`src/hw/cnn_pkg.sv`:
```
// Shared image geometry, data widths and filter constants, referenced by scoped name
package cnn_pkg;

    // Input image is square, one row per image_width pixels
    localparam int image_width = 28;
    localparam int kernel_size = 3;

    // Valid convolution rows per image
    localparam int conv_rows = image_width - kernel_size + 1;

    // Max pooling over pool_size x pool_size blocks
    localparam int pool_size = 2;
    localparam int pool_width = image_width / pool_size;

    // Pixel and weight widths, weights are unsigned fixed point
    localparam int value_bits = 8;
    localparam int weight_bits = 8;
    localparam int weight_q_shift = 6;
    localparam int product_bits = value_bits + weight_bits;

    // Counter widths
    localparam int col_bits = $clog2(image_width);
    localparam int row_bits = $clog2(image_width);
    localparam int pool_col_bits = $clog2(pool_width);

    // Box filter, 1/9 in Q2.6 rounded down
    localparam logic [weight_bits-1:0] kernel_weight =
        weight_bits'((1 << weight_q_shift) / (kernel_size * kernel_size));

endpackage

```
`src/hw/row_if.sv`:
```
// Row handshake bundle between pipeline stages, instantiated once per stage boundary
`timescale 1ns/1ps

interface row_if #(
    parameter int row_len = 28,
    parameter int pixel_bits = 8
);

    logic [pixel_bits-1:0] row [row_len];
    logic                  valid;
    logic                  accept;
    // Marks the final row of an image
    logic                  last;

    // Producer holds row, valid and last until accept
    modport source (output row, output valid, output last, input accept);

    modport sink (input row, input valid, input last, output accept);

endinterface

```
`src/hw/row_gatherer.sv`:
```
// Input stage that collects streamed pixels into rows and tags the last row of each image
`timescale 1ns/1ps

module row_gatherer (
    input  logic                             clock_i,
    input  logic                             reset_i,
    input  logic [cnn_pkg::value_bits-1:0]   in_data_i,
    input  logic                             in_valid_i,
    output logic                             upstream_stall_o,
    row_if.source                            row_o
);

    logic [cnn_pkg::image_width-1:0][cnn_pkg::value_bits-1:0] row_q;
    logic [cnn_pkg::col_bits-1:0] col_q;
    logic [cnn_pkg::row_bits-1:0] row_cnt_q;
    logic                         valid_q;
    logic                         last_q;
    logic                         take;

    // Input is held off for as long as a full row waits downstream
    assign upstream_stall_o = valid_q;
    assign take = in_valid_i && !valid_q;

    assign row_o.valid = valid_q;
    assign row_o.last = last_q;

    always_comb begin
        for (int c = 0; c < cnn_pkg::image_width; c++) begin
            row_o.row[c] = row_q[c];
        end
    end

    always_ff @(posedge clock_i) begin
        if (take) begin
            row_q[col_q] <= in_data_i;
        end
    end

    always_ff @(posedge clock_i) begin
        if (reset_i) begin
            col_q <= '0;
            row_cnt_q <= '0;
            valid_q <= 1'b0;
            last_q <= 1'b0;
        end else if (take) begin
            if (int'(col_q) == cnn_pkg::image_width - 1) begin
                col_q <= '0;
                valid_q <= 1'b1;
                // Row count wraps so that images can follow back to back
                last_q <= (int'(row_cnt_q) == cnn_pkg::image_width - 1);
                if (int'(row_cnt_q) == cnn_pkg::image_width - 1) begin
                    row_cnt_q <= '0;
                end else begin
                    row_cnt_q <= row_cnt_q + 1'b1;
                end
            end else begin
                col_q <= col_q + 1'b1;
            end
        end else if (valid_q && row_o.accept) begin
            valid_q <= 1'b0;
        end
    end

    a_row_held: assert property (@(posedge clock_i) disable iff (reset_i)
        valid_q && !row_o.accept |=> valid_q && $stable(row_q) && $stable(last_q));

endmodule

```
`src/hw/conv_line_buffer.sv`:
```
// Three-row shift buffer that exposes a 3x3 window and rotates its rows for the column sweep
`timescale 1ns/1ps

module conv_line_buffer (
    input  logic                           clock_i,
    input  logic [cnn_pkg::value_bits-1:0] next_row_i [cnn_pkg::image_width],
    input  logic                           shift_vert_i,
    input  logic                           shift_horiz_i,
    output logic [cnn_pkg::value_bits-1:0] window_o [cnn_pkg::kernel_size][cnn_pkg::kernel_size]
);

    // Row 0 holds the newest row
    logic [cnn_pkg::value_bits-1:0] line_q [cnn_pkg::kernel_size][cnn_pkg::image_width];

    always_ff @(posedge clock_i) begin
        if (shift_vert_i) begin
            line_q[0] <= next_row_i;
            for (int r = 1; r < cnn_pkg::kernel_size; r++) begin
                line_q[r] <= line_q[r-1];
            end
        end else if (shift_horiz_i) begin
            // Rotate left, column 0 wraps around to the far end
            for (int r = 0; r < cnn_pkg::kernel_size; r++) begin
                for (int c = 0; c < cnn_pkg::image_width - 1; c++) begin
                    line_q[r][c] <= line_q[r][c+1];
                end
                line_q[r][cnn_pkg::image_width-1] <= line_q[r][0];
            end
        end
    end

    // Window is always the leftmost kernel_size columns
    always_comb begin
        for (int r = 0; r < cnn_pkg::kernel_size; r++) begin
            for (int c = 0; c < cnn_pkg::kernel_size; c++) begin
                window_o[r][c] = line_q[r][c];
            end
        end
    end

endmodule

```
`src/hw/conv_kernel.sv`:
```
// Registered 3x3 fixed-point weighted sum, result follows the window by one cycle
`timescale 1ns/1ps

module conv_kernel (
    input  logic                           clock_i,
    input  logic [cnn_pkg::value_bits-1:0] window_i [cnn_pkg::kernel_size][cnn_pkg::kernel_size],
    output logic [cnn_pkg::value_bits-1:0] sum_o
);

    logic [cnn_pkg::value_bits-1:0] sum_d;

    always_comb begin
        logic [cnn_pkg::product_bits-1:0] prod;
        prod = '0;
        sum_d = '0;
        for (int r = 0; r < cnn_pkg::kernel_size; r++) begin
            for (int c = 0; c < cnn_pkg::kernel_size; c++) begin
                prod = cnn_pkg::product_bits'(cnn_pkg::kernel_weight)
                     * cnn_pkg::product_bits'(window_i[r][c]);
                // Each tap is truncated before accumulation, max 27 per tap
                sum_d = sum_d + cnn_pkg::value_bits'(prod >> cnn_pkg::weight_q_shift);
            end
        end
    end

    always_ff @(posedge clock_i) begin
        sum_o <= sum_d;
    end

endmodule

```
`src/hw/conv_layer.sv`:
```
// Convolution row controller that feeds the line buffer and collects one output row per input row
`timescale 1ns/1ps

module conv_layer (
    input  logic clock_i,
    input  logic reset_i,
    row_if.sink   in_row_i,
    row_if.source out_row_o
);

    typedef enum logic [1:0] {
        st_get_row,
        st_calc_wait,
        st_calc,
        st_wait_read
    } state_t;

    state_t                         state_q;
    logic [cnn_pkg::row_bits-1:0]   row_idx_q;
    logic [cnn_pkg::col_bits-1:0]   col_q;
    logic                           last_in_q;
    logic [cnn_pkg::value_bits-1:0] out_row_q [cnn_pkg::image_width];
    logic                           out_valid_q;
    logic                           out_last_q;
    logic                           shift_vert;
    logic                           shift_horiz;
    logic [cnn_pkg::value_bits-1:0] window [cnn_pkg::kernel_size][cnn_pkg::kernel_size];
    logic [cnn_pkg::value_bits-1:0] sum;

    conv_line_buffer line_buffer_inst (
        .clock_i       (clock_i),
        .next_row_i    (in_row_i.row),
        .shift_vert_i  (shift_vert),
        .shift_horiz_i (shift_horiz),
        .window_o      (window)
    );

    conv_kernel kernel_inst (
        .clock_i  (clock_i),
        .window_i (window),
        .sum_o    (sum)
    );

    // Row taken straight into the buffer on accept
    assign shift_vert = (state_q == st_get_row) && in_row_i.valid;
    assign shift_horiz = (state_q == st_calc);
    assign in_row_i.accept = shift_vert;

    assign out_row_o.row = out_row_q;
    assign out_row_o.valid = out_valid_q;
    assign out_row_o.last = out_last_q;

    // Kernel sum in st_calc belongs to the current column
    always_ff @(posedge clock_i) begin
        if (shift_horiz) begin
            out_row_q[col_q] <= sum;
        end
    end

    always_ff @(posedge clock_i) begin
        if (reset_i) begin
            state_q <= st_get_row;
            row_idx_q <= '0;
            col_q <= '0;
            last_in_q <= 1'b0;
            out_valid_q <= 1'b0;
            out_last_q <= 1'b0;
        end else begin
            case (state_q)
                st_get_row: begin
                    if (shift_vert) begin
                        row_idx_q <= in_row_i.last ? '0 : row_idx_q + 1'b1;
                        last_in_q <= in_row_i.last;
                        // First rows of an image only prime the buffer
                        if (int'(row_idx_q) >= cnn_pkg::image_width - cnn_pkg::conv_rows) begin
                            col_q <= '0;
                            state_q <= st_calc_wait;
                        end
                    end
                end
                st_calc_wait: begin
                    state_q <= st_calc;
                end
                st_calc: begin
                    col_q <= col_q + 1'b1;
                    if (int'(col_q) == cnn_pkg::image_width - 1) begin
                        out_valid_q <= 1'b1;
                        out_last_q <= last_in_q;
                        state_q <= st_wait_read;
                    end else begin
                        state_q <= st_calc_wait;
                    end
                end
                default: begin
                    if (out_row_o.accept) begin
                        out_valid_q <= 1'b0;
                        out_last_q <= 1'b0;
                        state_q <= st_get_row;
                    end
                end
            endcase
        end
    end

    a_no_shift_overlap: assert property (@(posedge clock_i) disable iff (reset_i)
        !(shift_vert && shift_horiz));

    // Gatherer and this controller must agree on image boundaries
    a_last_row_aligned: assert property (@(posedge clock_i) disable iff (reset_i)
        shift_vert && in_row_i.last |-> int'(row_idx_q) == cnn_pkg::image_width - 1);

endmodule

```
`src/hw/max_pool_layer.sv`:
```
// Max pooling stage that folds pairs of convolved rows into one row of 2x2 maxima
`timescale 1ns/1ps

module max_pool_layer (
    input  logic clock_i,
    input  logic reset_i,
    row_if.sink   in_row_i,
    row_if.source out_row_o
);

    typedef enum logic [1:0] {
        st_get_row,
        st_calc_row,
        st_wait_read
    } state_t;

    state_t                                 state_q;
    logic [cnn_pkg::value_bits-1:0]         in_q [cnn_pkg::image_width];
    logic [cnn_pkg::value_bits-1:0]         max_q [cnn_pkg::pool_width];
    logic [cnn_pkg::pool_col_bits-1:0]      pos_q;
    logic [$clog2(cnn_pkg::pool_size)-1:0]  pair_q;
    logic                                   last_q;
    logic                                   take_row;
    logic                                   clear_max;
    logic [cnn_pkg::value_bits-1:0]         best_val;

    assign take_row = (state_q == st_get_row) && in_row_i.valid;
    assign clear_max = (state_q == st_wait_read) && out_row_o.accept;

    assign in_row_i.accept = take_row;
    assign out_row_o.row = max_q;
    assign out_row_o.valid = (state_q == st_wait_read);
    assign out_row_o.last = last_q;

    // Running maximum of one pooled column against its input columns
    always_comb begin
        logic [cnn_pkg::col_bits-1:0] idx;
        idx = '0;
        best_val = max_q[pos_q];
        for (int k = 0; k < cnn_pkg::pool_size; k++) begin
            idx = cnn_pkg::col_bits'(int'(pos_q) * cnn_pkg::pool_size + k);
            if (in_q[idx] > best_val) begin
                best_val = in_q[idx];
            end
        end
    end

    always_ff @(posedge clock_i) begin
        if (take_row) begin
            in_q <= in_row_i.row;
        end
        if (reset_i || clear_max) begin
            for (int q = 0; q < cnn_pkg::pool_width; q++) begin
                max_q[q] <= '0;
            end
        end else if (state_q == st_calc_row) begin
            max_q[pos_q] <= best_val;
        end
    end

    always_ff @(posedge clock_i) begin
        if (reset_i) begin
            state_q <= st_get_row;
            pos_q <= '0;
            pair_q <= '0;
            last_q <= 1'b0;
        end else begin
            case (state_q)
                st_get_row: begin
                    if (take_row) begin
                        pos_q <= '0;
                        last_q <= in_row_i.last;
                        state_q <= st_calc_row;
                    end
                end
                st_calc_row: begin
                    pos_q <= pos_q + 1'b1;
                    if (int'(pos_q) == cnn_pkg::pool_width - 1) begin
                        pair_q <= pair_q + 1'b1;
                        if (int'(pair_q) == cnn_pkg::pool_size - 1 || last_q) begin
                            state_q <= st_wait_read;
                        end else begin
                            state_q <= st_get_row;
                        end
                    end
                end
                default: begin
                    if (clear_max) begin
                        pair_q <= '0;
                        state_q <= st_get_row;
                    end
                end
            endcase
        end
    end

endmodule

```
`src/hw/row_streamer.sv`:
```
// Output stage that serializes one pooled row at a time onto the stalling output stream
`timescale 1ns/1ps

module row_streamer (
    input  logic                           clock_i,
    input  logic                           reset_i,
    row_if.sink                            in_row_i,
    input  logic                           downstream_stall_i,
    output logic [cnn_pkg::value_bits-1:0] out_data_o,
    output logic                           out_valid_o,
    output logic                           out_last_o
);

    logic [cnn_pkg::value_bits-1:0]    row_q [cnn_pkg::pool_width];
    logic [cnn_pkg::pool_col_bits-1:0] idx_q;
    logic                              full_q;
    logic                              last_q;
    logic                              take_row;
    logic                              at_end;

    // A new row is taken only once the previous one is fully sent
    assign in_row_i.accept = !full_q;
    assign take_row = !full_q && in_row_i.valid;
    assign at_end = (int'(idx_q) == cnn_pkg::pool_width - 1);

    assign out_valid_o = full_q;
    assign out_data_o = row_q[idx_q];
    assign out_last_o = last_q && at_end;

    always_ff @(posedge clock_i) begin
        if (take_row) begin
            row_q <= in_row_i.row;
        end
    end

    always_ff @(posedge clock_i) begin
        if (reset_i) begin
            idx_q <= '0;
            full_q <= 1'b0;
            last_q <= 1'b0;
        end else if (take_row) begin
            idx_q <= '0;
            full_q <= 1'b1;
            last_q <= in_row_i.last;
        end else if (full_q && !downstream_stall_i) begin
            idx_q <= at_end ? '0 : idx_q + 1'b1;
            full_q <= !at_end;
        end
    end

    a_hold_on_stall: assert property (@(posedge clock_i) disable iff (reset_i)
        out_valid_o && downstream_stall_i |=>
            out_valid_o && $stable(out_data_o) && $stable(out_last_o));

endmodule

```
`src/hw/cnn_top.sv`:
```
// Top level of the streaming 3x3 convolution and 2x2 max-pool filter with plain stream ports
`timescale 1ns/1ps

module cnn_top (
    input  logic                           clock_i,
    input  logic                           reset_i,
    input  logic [cnn_pkg::value_bits-1:0] in_data_i,
    input  logic                           in_valid_i,
    output logic                           upstream_stall_o,
    output logic [cnn_pkg::value_bits-1:0] out_data_o,
    output logic                           out_valid_o,
    output logic                           out_last_o,
    input  logic                           downstream_stall_i
);

    row_if #(.row_len(cnn_pkg::image_width), .pixel_bits(cnn_pkg::value_bits)) gathered_row ();
    row_if #(.row_len(cnn_pkg::image_width), .pixel_bits(cnn_pkg::value_bits)) conv_row ();
    row_if #(.row_len(cnn_pkg::pool_width), .pixel_bits(cnn_pkg::value_bits)) pooled_row ();

    row_gatherer row_gatherer_inst (
        .clock_i          (clock_i),
        .reset_i          (reset_i),
        .in_data_i        (in_data_i),
        .in_valid_i       (in_valid_i),
        .upstream_stall_o (upstream_stall_o),
        .row_o            (gathered_row.source)
    );

    conv_layer conv_layer_inst (
        .clock_i   (clock_i),
        .reset_i   (reset_i),
        .in_row_i  (gathered_row.sink),
        .out_row_o (conv_row.source)
    );

    max_pool_layer max_pool_layer_inst (
        .clock_i   (clock_i),
        .reset_i   (reset_i),
        .in_row_i  (conv_row.sink),
        .out_row_o (pooled_row.source)
    );

    row_streamer row_streamer_inst (
        .clock_i            (clock_i),
        .reset_i            (reset_i),
        .in_row_i           (pooled_row.sink),
        .downstream_stall_i (downstream_stall_i),
        .out_data_o         (out_data_o),
        .out_valid_o        (out_valid_o),
        .out_last_o         (out_last_o)
    );

endmodule

```
`config.mk`:
```
export PLATFORM = sky130hd
export DESIGN_NAME = cnn_top
export DESIGN_NICKNAME = d
export VERILOG_FILES = /design/src/hw/cnn_pkg.sv /design/src/hw/row_if.sv /design/src/hw/row_gatherer.sv /design/src/hw/conv_line_buffer.sv /design/src/hw/conv_kernel.sv /design/src/hw/conv_layer.sv /design/src/hw/max_pool_layer.sv /design/src/hw/row_streamer.sv /design/src/hw/cnn_top.sv
export SDC_FILE = /design/constraint.sdc
export NUM_CORES = 2
export LEC_CHECK = 0
export BUFFER_PORTS_ARGS = -buffer_cell sky130_fd_sc_hd__clkbuf_2
export CAP_MARGIN = 40
export CORE_ASPECT_RATIO = 1.4
export CORE_MARGIN = 5
export CORE_UTILIZATION = 60
export CTS_CLUSTER_DIAMETER = 60
export DETAILED_ROUTE_END_ITERATION = 7
export GPL_TIMING_DRIVEN = 0
export PLACE_DENSITY = 0.76
export SLEW_MARGIN = 25
export SYNTH_ARGS = -nofsm -noshare
export SYNTH_HDL_FRONTEND = slang
export SYNTH_SLANG_ARGS = --single-unit
```
`constraint.sdc`:
```
create_clock -name clock_i -period 30.6 [get_ports clock_i]
set_clock_uncertainty 0.15 [all_clocks]
set_input_delay 7.65 -clock clock_i [delete_from_list [all_inputs] [get_ports clock_i]]
set_output_delay 7.65 -clock clock_i [all_outputs]
set_load 0.1 [all_outputs]
```
==> run summary <==
WS Path Type = reg2out
CP Launch Type = flop
leading post-synthesis cells by cell area = edfxtp_1 (65%), mux2_2 (11%), dfxtp_1 (4.8%)
Initial Util = 0.604
postcts setup bufs = 0
multiplexer area fraction after synthesis = 0.149
Final ANT Viol Nets = 0
Compound-Gate Fraction of Synth Area = 0.0424
WP data required = 22.80 ns
largest family of logic cells by synthesized area = multiplexers
DRC violations left = 0
clock root buffer = clkbuf_16
drt pass-1 iters = 8
Crit. End Element = output pin
most used cell, CP = buf_2
fmax = 87.5 MHz
CP top delay family = buffers and inverters
total grt overflow = 0
Clock Latency Late Sink = 0.77 ns
Sw Pwr = 1.11 mW
Post-CTS Resized = 0
CTS clk-pin slew, worst paths = 0.06 ns
vias in the first global route = 35600
largest net degree at the start of global routing = 60
Die H = 407 µm
CTS max path bufs = 3
Die Wd = 293 µm
DR iter-0 viols = 2415
Worst path max stage delay = 0.48 ns
Synth Area in Adders = 0.0517
setup tns final = 0 ns
Power Density = 63.7 nW/µm²
Cells after Synth = 3872
Crit-path slowest cell = buf_2
Power, Total = 4.77 mW
synthesized flop and latch total = 1617
LEAKAGE = 24.5 nW
status = finished, final reports clean
layout cells sized above 1 = 0.276
die area = 119000 µm²
most common flop cell mapped by yosys = edfxtp_1
Worst Hold Slack = 0.257 ns
post-synth cell types = 80
register area share after synthesis = 0.696
critical path peak fanout = 10
relative slew slack = 0.400
final setup violating endpoints = 0
Crit path buffers/inverters = 4
first-pass GRT wire length = 216000 µm
Hold WC Path Type = reg2reg
GRT Util Overall = 0.242
DR vias = 33800
commonest cells in the netlist = edfxtp_1 (1456), mux2_2 (667), dfxtp_1 (161)
cells along the critical path = clkbuf_1 > buf_2 > buf_2 > mux2i_1 > o21ai_0 > o22ai_1 > a21oi_1 > clkbuf_2
top-area cell type share of the netlist area = 0.648
Seq pwr share = 0.537
hold buffers post-CTS = 0
TritonCTS clock tree = yes
Final Max Slew Viols = 0
Net Count, Synth = 4105
post-layout minimum cycle time = 11.43 ns
Comb pwr share = 0.092
RSZ-0062 raised after global routing = false
Routed Wire Length = 143000 µm
area share of and/or/nand/nor cells after synthesis = 0.0340
Least-Margin Pin Slew = 0.900 ns
asr flop ratio synth = 0
Int Power = 3.67 mW
Avg WL per Cell = 25.0 µm
antenna violations before repair = 0
Mapped Avg Cell Area = 17.4 µm²
placer congestion estimate = 0.974
Ys Warns = 0
xor and xnor area share after synthesis = 0.00545
EDFF count, synth = 1456
Clk network pwr share = 0.370
vias per inst = 5.94
CTS Buf Count = 150
crit path DAT = 3.63 ns
Net Sw Frac = 0.232
H-tree depth = 4
Max Cap Violations = 0
worst setup margin = 19.17 ns
top-count cell post-synth = edfxtp_1
# rows = 145
dpl ws = 19.94 ns
Max IR drop VDD = 0.0675 mV
Tcrit/Tclk final = 0.374
Post-DP HPWL = 102000 µm
Final Net Count = 4346
mapped cell area = 67400 µm²
Synth area leader = edfxtp_1
Core Footprint = 112000 µm²
clock net sink count = 1617
port bufs = 22
synth-to-layout area growth = 11.2%
final hold vios = 0
io pins = 23
==> worst register-to-register path, delay by kind of cell, from the launching register on <==
family | cells | cell delay, ns
simple gates | 3 | 1.16
mux | 2 | 1.19
flops | 1 | 0.39
compound gates | 9 | 2.22
fa+ha+maj | 2 | 0.63
buf+inv | 6 | 1.21
==> cell usage in the layout, fill, tap and decap left out, drive strengths merged, types with 9 or more instances in the layout <==
cell type	n
a221o	56
nand3	10
buf	115
o21a	9
xnor2	21
and2	64
nor3	19
clkbuf	324
a31o	9
nand2	120
o21bai	10
clkinv	50
nor4b	13
a21oi	94
o21ai	130
o211ai	9
nor2	134
inv	173
edfxtp	1456
a22oi	53
dfxtp	161
mux2	668
xor2	21
mux2i	78
and3	23
a31oi	9
o22ai	25
fa	96
ha	125
nand4	11
mux4	72
==> final timing paths <==
kind	startpoint	endpoint	slack (ns)	depth (start not counted)
hold reg to reg	conv_layer_inst.out_row_o.row[62]$_DFFE_PP_	max_pool_layer_inst.in_q[62]$_DFFE_PP_	0.26	0
hold / removal	conv_layer_inst.out_row_o.row[62]$_DFFE_PP_	max_pool_layer_inst.in_q[62]$_DFFE_PP_	0.26	0
setup reg to reg	max_pool_layer_inst.pos_q[0]$_SDFFE_PP0P_	max_pool_layer_inst.out_row_o.row[29]$_SDFFE_PP0P_	23.59	22
setup / recovery	row_streamer_inst.idx_q[0]$_SDFFE_PP0P_	out_data_o[7]	19.17	8
==> cell families after synthesis <==
group,Yosys count
and+or+nand+nor,428
DFF,1617
AOI/OAI and AO/OA,428
buffers and inverters,318
xor gates and xnor gates,42
adders and majority gates,221
muxes,818
==> sequential cells by signal (all words and copies together), names as in the netlist, 2 cells and up <==
name                                     flops
conv_layer_inst.out_row_o.row              224
row_gatherer_inst.row_o.row                224
max_pool_layer_inst.state_q                  2
row_streamer_inst.idx_q                      4
conv_layer_inst.col_q                        5
row_streamer_inst.row_q                    112
conv_layer_inst.kernel_inst.sum_o            8
max_pool_layer_inst.in_q                   224
max_pool_layer_inst.out_row_o.row          112
row_gatherer_inst.col_q                      5
row_gatherer_inst.row_cnt_q                  5
max_pool_layer_inst.pos_q                    4
conv_layer_inst.state_q                      2
conv_layer_inst.line_buffer_inst.line_q    672
conv_layer_inst.row_idx_q                    5
==> power by group through the flow <==
stage | Clock, mW | Combinational [mW] | Sequential [mW]
4_1_cts | 1.80 | 0.447 | 2.57
3_5_place_dp | 0 | 0.443 | 2.61
3_3_place_gp | 0 | 0.409 | 2.67
6_report | 1.77 | 0.441 | 2.56
5_1_grt | 1.89 | 0.503 | 2.57
2_1_floorplan | 0 | 0.326 | 2.61
==> metal layers <==
layer	wire (µm)	share of wire	global-route usage
met2	80600	0.57	0.463
met5	0	0	0
met3	4850	0.034	0.0331
met4	8650	0.061	0.132
met1	48600	0.34	0.255
==> area by class of cell <==
class                   instances  area [µm²]
diodes                          2        5.00
clock buffers                 196        4080
repair buffers                 89        1060
clock inverters                69         543
well taps                    1470        1840
plain buffers                 154         842
inverters                     164         618
flip-flops and latches       1617       47000
fillers                      7405       36600
multi-input cells            1937       19100
==> through the flow <==
step	utilization	cells	cell area, µm²
3_3_place_gp	0.622	5364	69400
3_5_place_dp	0.629	5413	70200
5_1_grt	0.672	5696	75000
4_1_cts	0.671	5678	74900
6_report	0.672	5698	75000
2_1_floorplan	-	3872	67400
Note: power is estimated with default switching activity, not from simulation.
